$ cat src/design/piloop_pkg.sv
// Width and constant set for the complex PI loop; all arithmetic is two's complement, one clock
package piloop_pkg;

	// Gain words Kp_I, Kp_Q and Ki/Kp, all signed
	localparam int GAIN_W = 18;

	// Incoming complex error, already setpoint-subtracted
	localparam int ERR_W = 19;

	// Error bit where the clamp starts to rail
	localparam int CLAMP_MSB = 13;

	// Clamped error is scaled up by this many bits
	localparam int CLAMP_SHIFT = 3;

	// Proportional term and loop output width
	localparam int DATA_W = 18;

	// Feedforward input width
	localparam int FF_W = 17;

	// Integrator accumulator width
	localparam int ACC_W = 21;

	// Extra down-shift control on the integrator product
	localparam int SHIFT_W = 4;

	// Renormalizing shift after each multiply
	localparam int PROD_SHIFT = 17;

	// Accumulator fraction bits dropped before the final add
	localparam int INT_DROP = 3;

	// Full product width of an error or data word times a gain
	localparam int MUL_W = DATA_W + GAIN_W;

	// Complex product sum carries one growth bit
	localparam int CSUM_W = MUL_W + 1;

	// Register depth of each block
	localparam int PROP_LAT = 3;
	localparam int INT_LAT = 2;
	localparam int OUT_LAT = 2;

endpackage
$ cat src/design/pi_combine.sv
// Adds the delayed proportional term to the integrator; assumes a two-cycle integrator rail
`timescale 1ns/100ps

module pi_combine (
	input  logic                                   clk,
	input  logic                                   arst_n_i,
	input  logic signed [piloop_pkg::DATA_W-1:0]   prop_i_i,
	input  logic signed [piloop_pkg::DATA_W-1:0]   prop_q_i,
	input  logic signed [piloop_pkg::ACC_W-1:0]    integ_i_i,
	input  logic signed [piloop_pkg::ACC_W-1:0]    integ_q_i,
	output logic signed [piloop_pkg::DATA_W-1:0]   pi_i_o,
	output logic signed [piloop_pkg::DATA_W-1:0]   pi_q_o
);
	import piloop_pkg::*;

	// Delay line matching the rail depth
	logic signed [DATA_W-1:0] prop_i_d1, prop_i_d2;
	logic signed [DATA_W-1:0] prop_q_d1, prop_q_d2;
	// Stage 1 sums with one guard bit
	logic signed [DATA_W:0]   sum_i_q, sum_q_q;

	// Rail when the guard bit and the sign disagree
	function automatic logic signed [DATA_W-1:0] sat_out(input logic signed [DATA_W:0] s);
		if (s[DATA_W] == s[DATA_W-1])
			return s[DATA_W-1:0];
		return {s[DATA_W], {(DATA_W-1){~s[DATA_W]}}};
	endfunction

	always_ff @(posedge clk or negedge arst_n_i) begin
		if (!arst_n_i) begin
			prop_i_d1 <= '0;
			prop_i_d2 <= '0;
			prop_q_d1 <= '0;
			prop_q_d2 <= '0;
			sum_i_q   <= '0;
			sum_q_q   <= '0;
			pi_i_o    <= '0;
			pi_q_o    <= '0;
		end else begin
			prop_i_d1 <= prop_i_i;
			prop_i_d2 <= prop_i_d1;
			prop_q_d1 <= prop_q_i;
			prop_q_d2 <= prop_q_d1;
			// Integrator fraction bits are dropped here
			sum_i_q <= (DATA_W+1)'($signed(integ_i_i[ACC_W-1:INT_DROP]))
				+ (DATA_W+1)'(prop_i_d2);
			sum_q_q <= (DATA_W+1)'($signed(integ_q_i[ACC_W-1:INT_DROP]))
				+ (DATA_W+1)'(prop_q_d2);
			pi_i_o  <= sat_out(sum_i_q);
			pi_q_o  <= sat_out(sum_q_q);
		end
	end

endmodule

$ cat config.mk
export PLATFORM = sky130hd
export DESIGN_NAME = pi_combine
export DESIGN_NICKNAME = d
export VERILOG_FILES = /design/src/design/piloop_pkg.sv /design/src/design/pi_combine.sv
export SDC_FILE = /design/constraint.sdc
export NUM_CORES = 1
export LEC_CHECK = 0
export BUFFER_PORTS_ARGS = -buffer_cell sky130_fd_sc_hd__buf_2
export CORE_ASPECT_RATIO = 0.75
export CORE_MARGIN = 4
export CORE_UTILIZATION = 28
export CTS_BUF_LIST = sky130_fd_sc_hd__clkbuf_4 sky130_fd_sc_hd__clkbuf_8
export DETAILED_ROUTE_END_ITERATION = 8
export SLEW_MARGIN = 40
export SYNTH_ARGS = -nofsm -noshare
export SYNTH_HDL_FRONTEND = slang
export SYNTH_SLANG_ARGS = --single-unit
$ cat constraint.sdc
create_clock -name clk -period 2.8 [get_ports clk]
set_clock_uncertainty 0.15 [all_clocks]
set_input_delay 0.56 -clock clk [delete_from_list [all_inputs] [get_ports clk]]
set_output_delay 0.56 -clock clk [all_outputs]
set_load 0.05 [all_outputs]
### Word level (Yosys, flattened, before mapping)

Cells that the tools add are included.

* flip-flop bits (word level): 146
* input port bits: 80
* output and inout port bits: 36
* word-level logic and storage cells: 20

* add/subtract/negate cells: 2
* equal/unequal tests: 2
* mux-type cells: 6
* bitwise operators: 2

Operator list (number)
* $mux 18: 4
* $add 18x18->19: 2
* $eq 1x1->1: 2
* $mux 1: 2
* $not 1->1: 2

### Logic depth before layout (Yosys ltp)

* depth in word-level cells: 3
* depth in mapped cells: 9
* mapped depth without buffers: 9

### Least setup slack after synthesis

OpenSTA, ideal clock, no wires.

* path kind: input -> register
* start: input integ_i_i[3] (netlist name)
* end: register sum_i_q[18]
* setup time: 0.126 ns
* data arrival time: 2.067 ns
* slack: 0.457 ns
* stages on the path: 9
* path buffers: 0
* cell sequence: ha_1 inv_1 fa_1 nor2b_1 o31a_2 o21ai_4 a21oi_4 a31oi_1 a221o_1

* cells in the longest elaborated chain, start to end: 1

RTL lines
* start, declared: RTL line pi_combine.sv:9 `input logic signed [piloop_pkg::ACC_W-1:0] integ_i_i,`
* $add 18x18->19: RTL line pi_combine.sv:46 `+ (DATA_W+1)'(prop_i_d2);`
* end signal, assigned: RTL line pi_combine.sv:45 `sum_i_q <= (DATA_W+1)'($signed(integ_i_i[ACC_W-1:INT_DROP]))`
* end, declared: RTL line pi_combine.sv:20 `logic signed [DATA_W:0] sum_i_q, sum_q_q;`

Every way passes these cells.

### Final worst setup path

* start: register prop_i_d2[0]
* end: register sum_i_q[18]

* cells in the longest elaborated chain, start to end: 1

RTL lines
* start, declared: RTL line pi_combine.sv:17 `logic signed [DATA_W-1:0] prop_i_d1, prop_i_d2;`
* start signal, assigned: RTL line pi_combine.sv:41 `prop_i_d2 <= prop_i_d1;`
* $add 18x18->19: RTL line pi_combine.sv:46

Every way passes these cells.

==> impl_metrics.yaml <==
outcome:
  status: "completed"
clocking:
  cts_made_buffers: 17
  clock-sinks: 146
  clk_path_buf_depth: 2
  clockRootBuffer: "clkbuf_8"
  clk_latency_ns: 0.45
  clk_pin_slew_ns: 0.09
  cts_tree: "built"
  htreeDepth: 4
logic_synthesis:
  yosys.area_share.adder: 0.09270
  netlist-cell-type-count: 52
  syn_nets: 566
  synthCells: 444
  synth_top_family_by_area: "compound AO/OA/AOI/OAI gates"
  ys_seq_elements: 146
  yosys.area.top_type_share: 0.6266
  yosysWarnings: 0
  synth_ff_type: "dfrtp_1"
  synth_compound_area_frac: 0.1564
  synth_mux_area_frac: 0
  syn_area_um2: 5831
  syn_avg_cell_area_um2: 13.13
  synthXorXnorAreaFrac: 0.04356
  ys_top_cells_by_area: "dfrtp_1, ha_1, a21o_1, xnor2_1, a21oi_1"
  yosys.area.top_type: "dfrtp_1"
  synthSimpleGateAreaFrac: 0.06588
  synth_edf_count: 0
  async_reset_ff_frac: 1.000
  ys_seq_area_frac: 0.6266
grt:
  grt_antenna_before_repair: 0
  met3_usage: 0.03570
  grt_pass1_vias: 4006
  grt_use_met1: 0.1724
  grt_max_degree: 56
  grt-busiest-layer: "met1"
  grt_usage: 0.1182
  gr-usage-met2: 0.1650
  grt_first_pass_wirelength_um: 21530
  gr-total-overflow: 0
die:
  die_x_um: 174.6
  die_h_um: 133.0
  die-area_um2: 23220
  start_util: 0.2869
  row_count: 45
  io_pins: 116
  coreArea_um2: 20330
sta:
  min_period_ns: 2.302
  grt_setup_unrepaired: "no"
  final-hold-violation-count: 0
  hold_ws_ns: 0.06165
  finalSetupViolations: 0
  layout_setup_ws_ns: 0.4984
  slew_viol_final: 0
  tightest_slew_ns: 0.7489
  maxSlewHeadroom: 0.5002
  tns_ns: 0
  fin_crit_sh: 0.8220
  max_freq_ghz: 0.4345
power_and_ir_drop:
  p_leak_nw: 3.461
  peakVddDrop_mv: 0.3147
  cellPowerDensity_nw_per_um2: 876.4
critical_path:
  crit_type: "reg2reg"
  timing.critical_path.buf_inv: 1
  cp_data_required_time_ns: 2.97
  crit_slowest_cell: "fa_1"
  cp_num_cells: 9
  arrival_ns: 2.47
  rr_worst_depth: 9
  cp_max_fo: 4
  cp-end-kind: "flop"
  r2r_slack_ns: 0.50
  max_stage_delay_ns: 0.40
  critical-path-top-delay-family: "compound AO/OA/AOI/OAI gates"
  r2r-start: "prop_i_d2[0]$_DFF_PN0_"
  r2r-end: "sum_i_q[18]$_DFF_PN0_"
  path_cells: "ha_1 > inv_1 > fa_1 > nor2b_1 > o31a_2 > o21ai_4 > a21oi_4 > a31oi_1 > a221o_1"
  startpoint_type: "flop"
placement:
  dp_slack_ns: 0.2211
  io_buffer_count: 109
  gp_congestion: 0.8699
  hpwlAfterDp_um: 9938
route:
  vias_per_cell: 4.351
  antenna_left: 0
  drc: 0
  vias: 3746
  drt_iter0_drc: 283
  wl_per_cell_um: 15.20
  wl_um: 13090
  dr.pass1.iters: 4
cells_and_area:
  antenna_cells: 0
  area.growth.synth_to_final_pct: 22.90
  most-common-layout-cells: "dfrtp_1, buf_2, a21o_1"
  drive_gt1_frac: 0.2815
  nNetsFinal: 688
  layout_commonest_cell: "dfrtp_1"
worst_hold_path:
  min_to: "prop_q_d1[17]$_DFF_PN0_"
  hold_path_class: "in2reg"
  hold_start: "prop_q_i[17]"
  hold_depth: 1
run:
  drv_cap: 0
## report_power, final
part | internal, W | switching (W) | total (W) | leakage, nW
registers | 0.00249 | 0.000121 | 0.00261 | 1.70
logic | 0.000555 | 0.00144 | 0.00200 | 1.56
clock network | 0.000816 | 0.000854 | 0.00167 | 0.194
## cell families after synthesis
family          Yosys count
flops                   146
compound gates          127
buf+inv                  23
simple gates             77
xor+xnor                 29
fa+ha+maj                42
## what timing repair did
action / in CTS / in global routing
hold buffers: 1 / 0
hold endpoints to repair: 46 / 0
resized for setup: 0 / 0
setup buffers: 0 / 0
## registers in the layout (all words and copies together), names as in the netlist
name,count
prop_q_d1,18
prop_q_d2,18
prop_i_d1,18
sum_q_q,19
pi_q_o,18
sum_i_q,19
prop_i_d2,18
pi_i_o,18
## layout make-up
type                    count  area, um^2
inverters                  12       45.04
fillers                  1999       13160
clock buffers              17       234.0
repair buffers            114       616.8
multi-input cells         275        2093
well taps                 282       352.8
clock inverters            15       170.2
flip-flops and latches    146        3654
## Yosys cell counts, types with 2 or more instances
master	number
a211oi_1	3
a21boi_0	3
a21o_1	43
a21oi_1	25
a21oi_2	3
a31oi_1	3
and2_1	2
and4_1	3
buf_1	2
clkbuf_1	9
dfrtp_1	146
fa_1	2
ha_1	40
inv_1	12
nand2_1	16
nand2b_1	3
nand3_1	5
nand4_1	2
nor2_1	28
nor2b_1	5
nor3_1	3
o211ai_1	3
o21a_1	7
o21ai_0	15
o21ai_1	4
o31a_2	2
o41ai_2	2
or2_2	2
xnor2_1	21
xor2_1	8
## metrics by stage
step / std cells / util / total power [W] / instance area (um^2)
after floorplan: 444 / - / 0.004077 / 5831
after global placement: 828 / 0.3320 / 0.004647 / 6749
after detailed placement: 828 / 0.3322 / 0.004666 / 6751
after CTS: 861 / 0.3525 / 0.006369 / 7166
after global routing: 861 / 0.3525 / 0.006626 / 7166
final: 861 / 0.3525 / 0.006280 / 7166
## per-layer routing
metal | up-vias | wire length [um]
met5 | - | 0
met4 | 0 | 206
met3 | 14 | 725
met2 | 99 | 5662
met1 | 1837 | 6493
li1 | 1796 | -
## worst max path at each step
| stage | slack [ns] | from | end |
|---|---|---|---|
| 3_3_place_gp | 0.20 | integ_i_i[3] | sum_i_q[18]$_DFF_PN0_ |
| 6_report | 0.50 | prop_i_d2[0]$_DFF_PN0_ | sum_i_q[18]$_DFF_PN0_ |
| 3_5_place_dp | 0.22 | integ_i_i[3] | sum_i_q[18]$_DFF_PN0_ |
| 5_1_grt | 0.40 | prop_i_d2[0]$_DFF_PN0_ | sum_i_q[18]$_DFF_PN0_ |
| 2_1_floorplan | 0.46 | integ_i_i[3] | sum_i_q[18]$_DFF_PN0_ |
| 4_1_cts | 0.52 | prop_i_d2[0]$_DFF_PN0_ | sum_i_q[18]$_DFF_PN0_ |
Note: power is estimated with default switching activity, not from simulation.
