<file path="src/design/piloop_pkg.sv">
// Width and constant set for the complex PI loop; all arithmetic is two's complement, one clock
package piloop_pkg;

	// Gain words Kp_I, Kp_Q and Ki/Kp, all signed
	localparam int GAIN_W = 18;

	// Incoming complex error, already setpoint-subtracted
	localparam int ERR_W = 19;

	// Error bit where the clamp starts to rail
	localparam int CLAMP_MSB = 13;

	// Clamped error is scaled up by this many bits
	localparam int CLAMP_SHIFT = 3;

	// Proportional term and loop output width
	localparam int DATA_W = 18;

	// Feedforward input width
	localparam int FF_W = 17;

	// Integrator accumulator width
	localparam int ACC_W = 21;

	// Extra down-shift control on the integrator product
	localparam int SHIFT_W = 4;

	// Renormalizing shift after each multiply
	localparam int PROD_SHIFT = 17;

	// Accumulator fraction bits dropped before the final add
	localparam int INT_DROP = 3;

	// Full product width of an error or data word times a gain
	localparam int MUL_W = DATA_W + GAIN_W;

	// Complex product sum carries one growth bit
	localparam int CSUM_W = MUL_W + 1;

	// Register depth of each block
	localparam int PROP_LAT = 3;
	localparam int INT_LAT = 2;
	localparam int OUT_LAT = 2;

endpackage
</file>
<file path="src/design/integ_rail.sv">
// One integrator rail; gate and clear are aligned to the proportional sample at the rail input
`timescale 1ns/100ps

module integ_rail (
	input  logic                                   clk,
	input  logic                                   arst_n_i,
	input  logic signed [piloop_pkg::DATA_W-1:0]   sig_i,
	input  logic signed [piloop_pkg::GAIN_W-1:0]   ratio_i,
	input  logic        [piloop_pkg::SHIFT_W-1:0]  shift_i,
	input  logic signed [piloop_pkg::FF_W-1:0]     ff_i,
	input  logic                                   gate_i,
	input  logic                                   clear_i,
	output logic signed [piloop_pkg::ACC_W-1:0]    acc_o
);
	import piloop_pkg::*;

	// Ki/Kp scaling of the proportional term
	logic signed [MUL_W-1:0] mult, mult_sh;
	// Stage 1 product, small enough to fit the accumulator width
	logic signed [ACC_W-1:0] scaled_q;
	logic                    gate_q, clear_q;
	// Stage 2 accumulator
	logic signed [ACC_W-1:0] acc_q;
	// One growth bit on both adders
	logic signed [ACC_W:0]   acc_sum, ff_sh, out_sum;

	// Overflow shows as the top two bits disagreeing
	function automatic logic signed [ACC_W-1:0] sat_acc(input logic signed [ACC_W:0] s);
		if (s[ACC_W] == s[ACC_W-1])
			return s[ACC_W-1:0];
		return {s[ACC_W], {(ACC_W-1){~s[ACC_W]}}};
	endfunction

	assign mult = sig_i * ratio_i;
	// Fixed renormalize plus the run-time down-shift
	assign mult_sh = mult >>> (PROD_SHIFT + shift_i);

	assign acc_sum = (ACC_W+1)'(acc_q) + (ACC_W+1)'(scaled_q);

	// Feedforward enters at the accumulator fraction scale
	assign ff_sh = (ACC_W+1)'(ff_i) <<< INT_DROP;
	assign out_sum = (ACC_W+1)'(acc_q) + ff_sh;
	assign acc_o = sat_acc(out_sum);

	always_ff @(posedge clk or negedge arst_n_i) begin
		if (!arst_n_i) begin
			scaled_q <= '0;
			gate_q   <= 1'b0;
			clear_q  <= 1'b0;
			acc_q    <= '0;
		end else begin
			// At most 19 significant bits survive the shift
			scaled_q <= mult_sh[ACC_W-1:0];
			// Controls travel with the sample they were applied to
			gate_q   <= gate_i;
			clear_q  <= clear_i;
			// Clear wins over the gate
			if (clear_q)
				acc_q <= '0;
			else if (gate_q)
				acc_q <= sat_acc(acc_sum);
		end
	end

endmodule

</file>
<file path="config.mk">
export PLATFORM = sky130hd
export DESIGN_NAME = integ_rail
export DESIGN_NICKNAME = d
export VERILOG_FILES = /design/src/design/piloop_pkg.sv /design/src/design/integ_rail.sv
export SDC_FILE = /design/constraint.sdc
export NUM_CORES = 1
export LEC_CHECK = 0
export BUFFER_PORTS_ARGS = -buffer_cell sky130_fd_sc_hd__buf_2
export CAP_MARGIN = 5
export CORE_MARGIN = 5
export CORE_UTILIZATION = 46
export CTS_CLUSTER_SIZE = 10
export DETAILED_ROUTE_END_ITERATION = 8
export GPL_ROUTABILITY_DRIVEN = 0
export PLACE_DENSITY = 0.73
export SYNTH_ARGS = -nofsm -noshare
export SYNTH_HDL_FRONTEND = slang
export SYNTH_SLANG_ARGS = --single-unit
</file>
<file path="constraint.sdc">
create_clock -name clk -period 6.58 [get_ports clk]
set_clock_uncertainty 0.15 [all_clocks]
set_input_delay 0.658 -clock clk [delete_from_list [all_inputs] [get_ports clk]]
set_output_delay 0.658 -clock clk [all_outputs]
set_load 0.01 [all_outputs]
</file>
* After elaboration in Yosys (flattened, before gate mapping)
Index checks and enable logic that the tools add are counted.
** Word-level totals
- Register bits :: 44
- Bits of input ports :: 61
- Output and inout bits :: 21
- Logic and storage cells :: 24
** Cells by class
- $add $sub $neg :: 3
- Multiply operators :: 1
- Equality and inequality tests :: 2
- Shifts and indexed selects :: 1
- Mux-type cells :: 10
- Bitwise gates (word level) :: 2
- Reductions and logical operators :: 1
** Operators by type and width (number)
- $mux 21 :: 6
- $mul 18x18->36 :: 1
- $sshr 36x6->21 :: 1
- $add 21x20->22 :: 1
- $add 21x21->22 :: 1
- $add 5x4->6 const A :: 1
- $mux 1 :: 4
- $eq 1x1->1 :: 2
- $not 1->1 :: 2
- $reduce_bool 2->1 :: 1

* Logic depth before layout (Yosys ltp)
- Word-level depth :: 8
- Gate-level depth with buffers :: 28
- Depth with buffers taken out :: 25

* Least setup slack after synthesis
Ideal clock, no wire load.
- Path type :: input -> register
- Start point :: in sig_i[17] (netlist name)
- End point :: reg scaled_q[3]
- Setup time :: 0.126 ns
- Data arrival time :: 7.282 ns
- Required time :: 6.304 ns
- Slack :: -0.978 ns
- Cell stages on the path :: 25
- Path through :: clkbuf_1 -> nand2_1 -> inv_1 -> fa_1 -> fa_1 -> ha_1 -> inv_1 -> fa_1 -> inv_1 -> fa_1 -> inv_1 -> fa_1 -> inv_1 -> ha_1 -> buf_6 -> and4_1 -> and4_1 -> a2111o_1 -> a211oi_4 -> o21bai_2 -> xor2_1 -> mux4_2 -> mux2i_4 -> mux2i_1 -> a221o_1
** Between the ends
- Longest elaborated chain between the ends :: 2
** RTL lines
- from (decl) :: line integ_rail.sv:7 : input logic signed [piloop_pkg::DATA_W-1:0] sig_i,
- $mul 18x18->36 :: line integ_rail.sv:34 : assign mult = sig_i * ratio_i;
- $sshr 36x6->21 :: line integ_rail.sv:36 : assign mult_sh = mult >>> (PROD_SHIFT + shift_i);
- via mult_sh[3] :: line integ_rail.sv:18 : logic signed [MUL_W-1:0] mult, mult_sh;
- to (signal assigned) :: line integ_rail.sv:53 : scaled_q <= mult_sh[ACC_W-1:0];
- to (decl) :: line integ_rail.sv:20 : logic signed [ACC_W-1:0] scaled_q;
The timed path passes the listed nets, and every way through them passes these cells.
A chain may end at the register's enable or synchronous reset.

* Worst setup path after layout
Same ends and word-level chain as after synthesis.

==> impl_metrics.csv <==
group,metric,value,unit
global_routing,grt-ovfl-total,0,
floorplanning,die_y,206.7,um
clock_network,clock_path_buffers,2,
drt,remaining_drc_errors,0,
cells_and_area,diodes,0,
synth,avgSynthCellArea,8.454,um2
sta,finalHoldViolCount,0,
clock_network,cts-htree-levels,2,
floorplanning,die_x,206.7,um
drt,antenna_left,0,
synth,postSynthCellCount,2106,
cells_and_area,area_delta_synth_final,25.83,%
worst_setup_path,reg2reg_depth,12,
global_routing,grt_pass1_vias,16913,
clock_network,cts_tree,"done",
drt,wl,47750,um
drt,wl_per_cell,16.36,um
floorplanning,rows,72,
worst_setup_path,max_stage_delay,0.52,ns
cells_and_area,utilization,58.24,%
sta,slew_viol_final,0,
placement,place_ws,-1.026,ns
global_routing,grt_usage,22.51,%
synth,ys.flop_type,"dfrtp_1",
sta,whs,0.3245,ns
global_routing,grt_pass1_wl,80210,um
floorplanning,initial_core_util,46.29,%
synth,synthArstFlopShare,100.0,%
drt,dr.first_iter.drc_count,1128,
sta,timing.final.crit_share,106.5,%
clock_network,cts_made_buffers,5,
sta,rsz0062_at_grt,"yes",
cells_and_area,nets,2925,
outcome,status,"finished, violations left",
sta,max-slew-margin-rel,30.49,%
cells_and_area,final_cell_mix,"404 x inv_1, 311 x fa_1, 264 x buf_4, 218 x nand2_1, 142 x and2_1",
sta,fin_ws,-0.4253,ns
placement,dp.cells,2859,
min_path,hold_path_class,"in -> reg",
clock_network,cts_root_buf,"clkbuf_16",
worst_setup_path,critPathLaunchType,"input port",
global_routing,grt_max_degree,45,
floorplanning,fp.coreArea,0.03847,mm2
synth,ys_warn_count,0,
floorplanning,die_area,0.04274,mm2
floorplanning,ios,82,
clock_network,path_clk_slew,0.06,ns
cells_and_area,instances_no_fill,2919,
cells_and_area,layout_commonest_cell,"inv_1",
worst_setup_path,cp.arrival,7.03,ns
drt,via_per_inst,5.458,
sta,period_minus_slack,7.005,ns
synth,ys_ff_latch,44,
cells_and_area,multiInputGateArea,0.01585,mm2
global_routing,antenna_found_initial,0,
sta,worst_pin_slew,1.036,ns
worst_setup_path,cp.required,6.60,ns
worst_setup_path,critPathBufInv,7,
clock_network,cts_sinks,44,
synth,ys_types,84,
worst_setup_path,end_kind,"flop",
worst_setup_path,crit_path_top_delay_cell,"fa_2",
cells_and_area,n_fill_cell,3207,
worst_setup_path,cp_common_cell,"fa_1",
sta,setup_viol,21,
min_path,min_path_cells,1,
synth,synth_fp_nets,2631,
clock_network,clk_latency,0.29,ns
worst_setup_path,path_class,"in -> reg",
cells_and_area,layout-drive-gt1-share,25.20,%
cells_and_area,final-seq-area,0.001101,mm2
placement,hpwl,38560,um
worst_setup_path,path_max_fanout,6,
sta,fmax,0.1427,GHz
outcome,violations,"setup timing",
drt,vias,15933,
drt,drt_first_pass_iters,6,
placement,numPortBuffers,81,
synth,synth_edf_count,0,
worst_setup_path,path_depth,25,
synth,yosysSeqAreaShare,6.184,%
flow_run,drv_cap,0,
worst_setup_path,path_delay_family,"adder cells",
synth,syn_area,0.01780,mm2
path summary, 6_finish.rpt:
path / start / end / slack [ns]
setup / recovery: sig_i[17] / scaled_q[3] / -0.43
hold / removal: gate_i / gate_q / 0.32
setup reg to reg: acc_q[0] / acc_q[9] / 2.41
hold reg to reg: acc_q[3] / acc_q[3] / 0.45
max in group asynchronous: arst_n_i / scaled_q[2] / 5.35
min in group asynchronous: arst_n_i / acc_q[18] / 0.34
synth_stat cells (4+ instances only):
| master | n | area, um2 |
|---|---|---|
| a211o_1 | 7 | 61.31 |
| a211oi_1 | 14 | 105.1 |
| a21o_1 | 18 | 135.1 |
| a21oi_1 | 108 | 540.5 |
| a221oi_1 | 5 | 43.79 |
| a31oi_1 | 16 | 100.1 |
| and2_1 | 158 | 988.5 |
| and3_1 | 12 | 75.07 |
| and4_1 | 4 | 35.03 |
| buf_2 | 8 | 40.04 |
| buf_6 | 4 | 45.04 |
| clkbuf_1 | 73 | 274.0 |
| dfrtp_1 | 44 | 1101 |
| fa_1 | 331 | 6626 |
| ha_1 | 133 | 1664 |
| inv_1 | 429 | 1610 |
| mux2i_1 | 25 | 250.2 |
| mux4_2 | 5 | 112.6 |
| nand2_1 | 227 | 852.1 |
| nand2b_1 | 21 | 131.4 |
| nand3_1 | 21 | 105.1 |
| nand4_1 | 7 | 43.79 |
| nor2_1 | 95 | 356.6 |
| nor2b_1 | 8 | 50.05 |
| nor3_1 | 47 | 235.2 |
| nor4_1 | 8 | 50.05 |
| o211ai_1 | 17 | 127.6 |
| o21a_1 | 20 | 150.1 |
| o21ai_0 | 50 | 250.2 |
| o21ai_1 | 4 | 20.02 |
| o21bai_1 | 10 | 75.07 |
| o221ai_1 | 4 | 35.03 |
| o22ai_1 | 8 | 50.05 |
| o31ai_1 | 6 | 45.04 |
| or3_1 | 8 | 50.05 |
| xnor2_1 | 50 | 437.9 |
| xor2_1 | 23 | 201.4 |
worst reg2reg max path, stage by stage, from the launching register on:
cell,delay (ns)
dfrtp_1,0.41
ha_1,0.23
fa_1,0.40
a21o_1,0.19
a21boi_0,0.22
o21a_1,0.19
o21a_1,0.21
o211ai_1,0.14
and3_1,0.17
a311oi_1,0.75
nand2_1,0.56
a21oi_1,0.33
nor3_1,0.08
registers in the layout (all words and copies together), names as in the netlist:
signal,cells
acc_q,21
clear_q,1
gate_q,1
scaled_q,21
through the flow:
stage | TNS (ns) | instance area [um2]
3_3_place_gp | -16.43 | 20410
4_1_cts | -4.758 | 21740
2_1_floorplan | -7.265 | 18020
5_1_grt | -9.991 | 22400
3_5_place_dp | -18.74 | 20410
6_report | -7.027 | 22400
cell families after synthesis:
| kind of cell | count (synthesis) | share of synthesized area [%] |
|---|---|---|
| AO/OA/AOI/OAI | 337 | 12.54 |
| XOR/XNOR | 74 | 3.682 |
| adder cells (fa/ha/maj) | 467 | 46.73 |
| buffers and inverters | 520 | 11.19 |
| flip-flops | 44 | 6.184 |
| multiplexers | 34 | 2.354 |
| AND/OR/NAND/NOR | 630 | 17.32 |
layer usage:
| metal | share of wire (%) | up-vias | global-route usage, % | routed length, um |
|---|---|---|---|---|
| met5 | 0 | - | 0 | 0 |
| met4 | 4.0 | 0 | 7.153 | 1900 |
| met3 | 5.4 | 149 | 1.797 | 2566 |
| met2 | 52 | 594 | 40.95 | 24610 |
| met1 | 39 | 7937 | 28.56 | 18670 |
| li1 | - | 7253 | - | - |
cell type report:
type,count,share of cell area (%)
clock buffers,6,0.6199
clock inverters,2,0.06702
inverters,432,7.244
multi-input cells,1542,70.74
flip-flops and latches,44,4.915
well taps,518,2.893
repair buffers,375,13.52
repair_timing:
item,in CTS,in global routing
pin swaps,59,84
hold buffers,0,0
gates resized for setup,210,106
cloned,3,1
buffers inserted,30,23
endpoints found under the setup margin,21,21
Power is left out: the tool's default activity adds up to more than one toggle a clock period on the data nets, which glitch-free logic cannot reach.
