--- src/design/piloop_pkg.sv ---
// Width and constant set for the complex PI loop; all arithmetic is two's complement, one clock
package piloop_pkg;

	// Gain words Kp_I, Kp_Q and Ki/Kp, all signed
	localparam int GAIN_W = 18;

	// Incoming complex error, already setpoint-subtracted
	localparam int ERR_W = 19;

	// Error bit where the clamp starts to rail
	localparam int CLAMP_MSB = 13;

	// Clamped error is scaled up by this many bits
	localparam int CLAMP_SHIFT = 3;

	// Proportional term and loop output width
	localparam int DATA_W = 18;

	// Feedforward input width
	localparam int FF_W = 17;

	// Integrator accumulator width
	localparam int ACC_W = 21;

	// Extra down-shift control on the integrator product
	localparam int SHIFT_W = 4;

	// Renormalizing shift after each multiply
	localparam int PROD_SHIFT = 17;

	// Accumulator fraction bits dropped before the final add
	localparam int INT_DROP = 3;

	// Full product width of an error or data word times a gain
	localparam int MUL_W = DATA_W + GAIN_W;

	// Complex product sum carries one growth bit
	localparam int CSUM_W = MUL_W + 1;

	// Register depth of each block
	localparam int PROP_LAT = 3;
	localparam int INT_LAT = 2;
	localparam int OUT_LAT = 2;

endpackage
--- src/design/cplx_prop_gain.sv ---
// Clamps the complex error and multiplies it by Kp; three register stages, gated by fb_en_i
`timescale 1ns/100ps

module cplx_prop_gain (
	input  logic                                   clk,
	input  logic                                   arst_n_i,
	input  logic signed [piloop_pkg::ERR_W-1:0]    err_i_i,
	input  logic signed [piloop_pkg::ERR_W-1:0]    err_q_i,
	input  logic signed [piloop_pkg::GAIN_W-1:0]   kp_i_i,
	input  logic signed [piloop_pkg::GAIN_W-1:0]   kp_q_i,
	input  logic                                   fb_en_i,
	output logic signed [piloop_pkg::DATA_W-1:0]   prop_i_o,
	output logic signed [piloop_pkg::DATA_W-1:0]   prop_q_o
);
	import piloop_pkg::*;

	// Stage 1 registers, raw inputs
	logic signed [ERR_W-1:0]  err_i_q, err_q_q;
	logic signed [GAIN_W-1:0] kp_i_q, kp_q_q;
	logic                     fb_en_q;
	// Clamped and scaled error
	logic signed [DATA_W-1:0] err_c_i, err_c_q;
	// Stage 2 registers, the four partial products
	logic signed [MUL_W-1:0]  p_ii, p_qq, p_iq, p_qi;
	logic                     fb_en_qq;
	// Complex sums before renormalizing
	logic signed [CSUM_W-1:0] sum_i, sum_q;

	// Keep the low bits when the top bits agree, else rail to the same-sign extreme
	function automatic logic signed [CLAMP_MSB:0] clamp_err(input logic signed [ERR_W-1:0] e);
		if (&e[ERR_W-1:CLAMP_MSB] || ~|e[ERR_W-1:CLAMP_MSB])
			return e[CLAMP_MSB:0];
		return {e[ERR_W-1], {CLAMP_MSB{~e[ERR_W-1]}}};
	endfunction

	// Arithmetic down-shift, then saturate to the data width
	function automatic logic signed [DATA_W-1:0] sat_prod(input logic signed [CSUM_W-1:0] s);
		logic signed [CSUM_W-1:0] sh;
		sh = s >>> PROD_SHIFT;
		if (&sh[CSUM_W-1:DATA_W-1] || ~|sh[CSUM_W-1:DATA_W-1])
			return sh[DATA_W-1:0];
		return {sh[CSUM_W-1], {(DATA_W-1){~sh[CSUM_W-1]}}};
	endfunction

	// Clamp runs between stage 1 and the multipliers
	assign err_c_i = DATA_W'(clamp_err(err_i_q)) <<< CLAMP_SHIFT;
	assign err_c_q = DATA_W'(clamp_err(err_q_q)) <<< CLAMP_SHIFT;

	// (err_i + j err_q) * (kp_i + j kp_q)
	assign sum_i = CSUM_W'(p_ii) - CSUM_W'(p_qq);
	assign sum_q = CSUM_W'(p_iq) + CSUM_W'(p_qi);

	always_ff @(posedge clk or negedge arst_n_i) begin
		if (!arst_n_i) begin
			err_i_q  <= '0;
			err_q_q  <= '0;
			kp_i_q   <= '0;
			kp_q_q   <= '0;
			fb_en_q  <= 1'b0;
			p_ii     <= '0;
			p_qq     <= '0;
			p_iq     <= '0;
			p_qi     <= '0;
			fb_en_qq <= 1'b0;
			prop_i_o <= '0;
			prop_q_o <= '0;
		end else begin
			err_i_q  <= err_i_i;
			err_q_q  <= err_q_i;
			kp_i_q   <= kp_i_i;
			kp_q_q   <= kp_q_i;
			fb_en_q  <= fb_en_i;
			p_ii     <= err_c_i * kp_i_q;
			p_qq     <= err_c_q * kp_q_q;
			p_iq     <= err_c_i * kp_q_q;
			p_qi     <= err_c_q * kp_i_q;
			// Enable follows its own error sample down the pipe
			fb_en_qq <= fb_en_q;
			// Open loop forces the proportional term to zero
			prop_i_o <= fb_en_qq ? sat_prod(sum_i) : '0;
			prop_q_o <= fb_en_qq ? sat_prod(sum_q) : '0;
		end
	end

endmodule

--- config.mk ---
export PLATFORM = sky130hd
export DESIGN_NAME = cplx_prop_gain
export DESIGN_NICKNAME = d
export VERILOG_FILES = /design/src/design/piloop_pkg.sv /design/src/design/cplx_prop_gain.sv
export SDC_FILE = /design/constraint.sdc
export NUM_CORES = 2
export LEC_CHECK = 0
export ABC_CLOCK_PERIOD_IN_PS = 9300
export CAP_MARGIN = 25
export CELL_PAD_IN_SITES_DETAIL_PLACEMENT = 0
export CELL_PAD_IN_SITES_GLOBAL_PLACEMENT = 1
export CORE_ASPECT_RATIO = 1.25
export CORE_MARGIN = 5
export CORE_UTILIZATION = 53
export CTS_BUF_LIST = sky130_fd_sc_hd__clkbuf_16
export CTS_CLUSTER_DIAMETER = 60
export CTS_CLUSTER_SIZE = 12
export DETAILED_ROUTE_END_ITERATION = 7
export DONT_BUFFER_PORTS = 1
export PLACE_DENSITY = 0.8
export REMOVE_ABC_BUFFERS = 1
export SYNTH_ARGS = -nofsm -noshare
export SYNTH_HDL_FRONTEND = slang
export SYNTH_SLANG_ARGS = --single-unit
--- constraint.sdc ---
create_clock -name clk -period 9.3 [get_ports clk]
set_input_delay 2.325 -clock clk [delete_from_list [all_inputs] [get_ports clk]]
set_output_delay 2.325 -clock clk [all_outputs]
set_load 0.01 [all_outputs]
Word level (Yosys, flattened, before mapping)
Cells that the tools add are included.
{ "op_classes": {"addsub": 2, "n_mul": 4, "n_mux": 14, "n_bitwise": 4, "reduce_logical": 16} }
{ "op_table": {"columns": ["operator", "n"], "rows": [
  ["$mul A14 B18 Y32", 4],
  ["$mux W18", 6],
  ["$mux W14", 4],
  ["$add A35 B35 Y36", 1],
  ["$sub A35 B35 Y36", 1],
  ["$reduce_and A6 Y1", 2],
  ["$reduce_or A6 Y1", 2],
  ["$reduce_and A3 Y1", 2],
  ["$reduce_or A3 Y1", 2],
  ["$logic_not A1 Y1", 4],
  ["$logic_or A1 B1 Y1", 4],
  ["$mux W1", 4],
  ["$not A1 Y1", 4]
]} }
{ "totals": {"register_bits": 240, "output_inout_bits": 36} }

Depth between registers and ports, before layout
{ "logic_depth": {"ltp_word": 7, "mapped_depth": 32, "depth_no_buf": 29} }

Worst setup path after synthesis
OpenSTA, ideal clock, no wires.
{ "synth_timing": {"path_kind": "register -> register", "startpoint": "reg err_q_q[18]", "endpoint": "reg p_qi[34] (netlist name)", "setup_time_ns": 0.080, "arrival_ns": 7.173, "required_ns": 9.220, "setup_slack_ns": 2.047, "path_stages_with_launch": 29, "period_less_slack_ns": 7.253, "path_cell_list": "dfrtp_1 -> nor4_1 -> nand2_1 -> o21ai_0 -> clkbuf_1 -> a21o_1 -> clkbuf_1 -> clkbuf_1 -> nand2_1 -> fa_1 -> fa_1 -> inv_1 -> fa_1 -> fa_1 -> fa_1 -> inv_1 -> fa_1 -> inv_1 -> ha_1 -> a21oi_1 -> o21ai_0 -> o41ai_1 -> a31oi_1 -> and2_1 -> o21ai_0 -> a21boi_0 -> o41a_1 -> a211oi_1 -> xnor2_1"} }
{ "synth_between": {"elab_chain_len": 6, "elab_cells_between_ends": 8} }
{ "synth_lines": {"columns": ["element", "line_no", "source"], "rows": [
  ["start, declared", "cplx_prop_gain.sv:18", "logic signed [ERR_W-1:0] err_i_q, err_q_q;"],
  ["start signal, assigned", "cplx_prop_gain.sv:69", "err_q_q <= err_q_i;"],
  ["$reduce_or A6 Y1", "cplx_prop_gain.sv:31", "if (&e[ERR_W-1:CLAMP_MSB] || ~|e[ERR_W-1:CLAMP_MSB])"],
  ["$logic_not A1 Y1", "cplx_prop_gain.sv:31", null],
  ["$logic_or A1 B1 Y1", "cplx_prop_gain.sv:31", null],
  ["$mux W1", "cplx_prop_gain.sv:31", null],
  ["$mux W14 (*)", "cplx_prop_gain.sv:33", "return {e[ERR_W-1], {CLAMP_MSB{~e[ERR_W-1]}}};"],
  ["$mul A14 B18 Y32 (*)", "cplx_prop_gain.sv:76", "p_qi <= err_c_q * kp_i_q;"]
]} }
Mark *: on every way between the ends. The rest lies on a longest branch, timed or not.

Final worst setup path
{ "layout_timing": {"startpoint": "reg err_q_q[18]", "endpoint": "reg p_qi[34] (netlist name)"} }
{ "layout_between": {"elab_chain_len": 6, "elab_cells_between_ends": 8} }
{ "layout_lines": {"columns": ["element", "line_no"], "rows": [
  ["$reduce_or A6 Y1", "cplx_prop_gain.sv:31"],
  ["$logic_not A1 Y1", "cplx_prop_gain.sv:31"],
  ["$logic_or A1 B1 Y1", "cplx_prop_gain.sv:31"],
  ["$mux W1", "cplx_prop_gain.sv:31"],
  ["$mux W14 (*)", "cplx_prop_gain.sv:33"],
  ["$mul A14 B18 Y32 (*)", "cplx_prop_gain.sv:76"]
]} }
Marked as above.

==> flow_summary_export.csv <==
group,metric,value,unit
outcome,outcome,"complete, no violations",
grt,first_global_vias,33600,
sta,timing.slew.headroom,34.7,%
clock_tree,worstSkewPairLatency,0.59,ns
floorplanning,starting_density_of_the_core,53.2,%
sta,period_needed,8.53,ns
drt,initialDrtViolationCount,1738,
critical_path,critPathKind,"flip-flop to flip-flop",
drt,route.vias.total,31500,
logic_synthesis,post_synth_main_area_contributors,"sky130_fd_sc_hd__fa_1, sky130_fd_sc_hd__dfrtp_1, sky130_fd_sc_hd__ha_1, sky130_fd_sc_hd__inv_1, sky130_fd_sc_hd__and2_1",
sta,worst-slew-pin-transition,0.976,ns
logic_synthesis,asyncSetResetFlopFracSynth,100,%
grt,antenna_found_initial,3,
floorplanning,die_w,274,um
layout,nNetsFinal,6190,
sta,period_share,91.7,%
place,buffer_ports.inserted,0,
worst_hold_path,worstHoldPathType,"flip-flop to flip-flop",
floorplanning,dieArea,93300,um2
critical_path,critical_path.startpoint_type,"flip-flop",
logic_synthesis,synth.lib_cells_used.distinct,68,
sta,hold-worst-slack,0.368,ns
logic_synthesis,synth-main-ff-cell,"sky130_fd_sc_hd__dfrtp_1",
grt,grt_max_degree,241,
drt,via_cell_ratio,5.28,
clock_tree,tritoncts_clock_tree,"done",
floorplanning,placeableCoreArea,86900,um2
clock_tree,htree_levels,2,
sta,fin_setup_tns,0,ns
place,dp.final_hpwl,87100,um
logic_synthesis,synth_area_leader_cell,"sky130_fd_sc_hd__fa_1",
critical_path,critical_path.slowest_cell,"sky130_fd_sc_hd__a21o_1",
logic_synthesis,post-synth-top-count-cell,"sky130_fd_sc_hd__inv_1",
layout,flow.area_growth_from_synthesis,5.10,%
critical_path,arrival,9.03,ns
flow_run,drv_cap,0,
logic_synthesis,syn_area,46200,um2
clock_tree,cts_buffer_depth,3,
sta,finClkSkew,0.0324,ns
floorplanning,fp.dieH,340,um
place,place.gp.congestion,0.851,
sta,timing_hold_violations_final,0,
drt,totalWireLength,109000,um
layout,multiInputGateArea,35100,um2
drt,routedWlPerCell,18.2,um
drt,final_antenna_net_count,0,
grt,global_route_wire_length_before_repair,181000,um
logic_synthesis,synth_commonest_cells,"sky130_fd_sc_hd__inv_1, sky130_fd_sc_hd__fa_1, sky130_fd_sc_hd__and2_1, sky130_fd_sc_hd__nand2_1, sky130_fd_sc_hd__ha_1",
clock_tree,clock_slew_at_reported_path_ffs,0.06,ns
logic_synthesis,synth-edff-count,0,
grt,grt-ovfl-total,0,
layout,layout.filler_cells,8002,
logic_synthesis,synth.yosys.seq_area_share,13.0,%
logic_synthesis,synth_warn,0,
drt,detail_route.first_pass.iterations,5,
logic_synthesis,syn-mean-instance-area,9.47,um2
grt,grt_util_all_layers,24.4,%
critical_path,crit_required,9.80,ns
floorplanning,floorplan.rows,121,
critical_path,critical-path-top-cell-by-count,"sky130_fd_sc_hd__fa_1",
logic_synthesis,yosys.area.top_type_share,42.1,%
critical_path,timing.critical_path.fanout_max,19,
drt,route.detailed.drc,0,
clock_tree,cts_made_buffers,36,
sta,fmax,117,MHz
clock_tree,cts_sinks,240,
sta,final_max_slew_viol_count,0,
sta,setup_viol,0,
sta,grt_setup_unrepaired,"false",
critical_path,setup.worst_path.end_class,"flip-flop",
logic_synthesis,synth_seq_cells,240,
clock_tree,clock-root-buffer,"sky130_fd_sc_hd__clkbuf_16",
layout,register_area,6010,um2
floorplanning,ioPinCount,113,
logic_synthesis,post_synth_inst_count,4880,
critical_path,max_stage_delay,0.60,ns
layout,drive_gt1_share,3.25,%
clock_tree,cts_hold_buffers,0,
==> path summary, 6_finish.rpt <==
kind,startpoint,cells past startpoint,end,slack [ns]
setup / recovery,err_q_q[18],28,p_qi[34],0.77
hold / removal,fb_en_q,0,fb_en_qq,0.37
setup reg to reg,err_q_q[18],28,p_qi[34],0.77
hold reg to reg,fb_en_q,0,fb_en_qq,0.37
max in group asynchronous,arst_n_i,0,p_ii[9],7.37
min in group asynchronous,arst_n_i,0,p_iq[28],1.44
==> cells by family after synthesis <==
kind of cell / share of synthesized area (%)
AO/OA/AOI/OAI: 6.69
XOR/XNOR: 3.16
adder cells (fa/ha/maj): 51.9
buffers and inverters: 11.1
flip-flops: 13.0
AND/OR/NAND/NOR: 14.1
==> routing by layer <==
layer	vias up	share of wire, %	GRT usage (%)
li1	14300	-	-
met1	16400	41	32.7
met2	708	49	41.2
met3	174	4.3	2.55
met4	0	4.9	9.61
met5	-	0	0
==> critical path, delay by kind of cell (launching register included) <==
kind | cells | cell delay [ns]
fa+ha+maj | 7 | 3.23
compound gates | 10 | 2.85
flops | 1 | 0.56
buf+inv | 5 | 0.72
xor+xnor | 1 | 0.15
simple gates | 5 | 0.95
==> per-stage QoR <==
step	instance area, um2	std cells	setup WS [ns]	utilization (%)
floorplan	45400	4665	1.31	-
global placement	47400	5907	0.730	54.6
detailed placement	47400	5908	0.545	54.6
CTS	48500	5969	0.520	55.9
global route	48600	5971	0.110	55.9
finish	48600	5972	0.771	55.9
==> placed cells by master, fill, tap and decap left out, types with 6 or more instances in the layout <==
cell,netlist,routed
sky130_fd_sc_hd__buf_4,1,75
sky130_fd_sc_hd__or2_2,6,6
sky130_fd_sc_hd__nand3_1,25,25
sky130_fd_sc_hd__xor2_1,43,43
sky130_fd_sc_hd__fa_1,972,972
sky130_fd_sc_hd__nor3_1,26,26
sky130_fd_sc_hd__o211ai_1,7,7
sky130_fd_sc_hd__ha_1,362,362
sky130_fd_sc_hd__and2_1,526,526
sky130_fd_sc_hd__inv_8,0,8
sky130_fd_sc_hd__inv_1,1152,1154
sky130_fd_sc_hd__o21ai_0,73,72
sky130_fd_sc_hd__dfrtp_1,240,239
sky130_fd_sc_hd__a211oi_1,14,14
sky130_fd_sc_hd__nand2b_1,36,36
sky130_fd_sc_hd__o21a_1,24,24
sky130_fd_sc_hd__o21bai_1,20,20
sky130_fd_sc_hd__a21o_1,89,89
sky130_fd_sc_hd__nand4_1,14,14
sky130_fd_sc_hd__and3_1,12,12
sky130_fd_sc_hd__nor2b_1,14,14
sky130_fd_sc_hd__a31oi_1,26,26
sky130_fd_sc_hd__clkbuf_16,0,36
sky130_fd_sc_hd__nand2_1,477,477
sky130_fd_sc_hd__nor2_1,140,139
sky130_fd_sc_hd__a31o_2,7,7
sky130_fd_sc_hd__o31ai_1,10,10
sky130_fd_sc_hd__a21oi_1,147,147
sky130_fd_sc_hd__xnor2_1,124,124
==> flip-flops by register name, indices dropped and copies added (netlist names) <==
register  cells
p_ii         32
prop_q_o     18
p_qi         32
err_i_q      19
kp_q_q       18
prop_i_o     18
p_iq         32
fb_en_qq      1
err_q_q      19
fb_en_q       1
kp_i_q       18
p_qq         32
==> what timing repair did <==
| action | in CTS | in global routing |
|---|---|---|
| endpoints found under the setup margin | 0 | 2 |
| endpoints found under the hold margin | 0 | 0 |
| gates resized for setup | 0 | 1 |
| buffers inserted | 0 | 0 |
==> layout make-up <==
cell class,instances,area share (%)
Multi-Input combinational cell,3272,72.2
Sequential cell,240,12.4
Inverter,1153,8.91
Tap cell,1168,3.01
Clock buffer,36,1.85
Timing Repair Buffer,76,1.22
Clock inverter,25,0.453
Antenna cell,2,0.0103
Power is not shown: default switching activity piles up to over one toggle a cycle in this logic, so the estimate is an artifact.
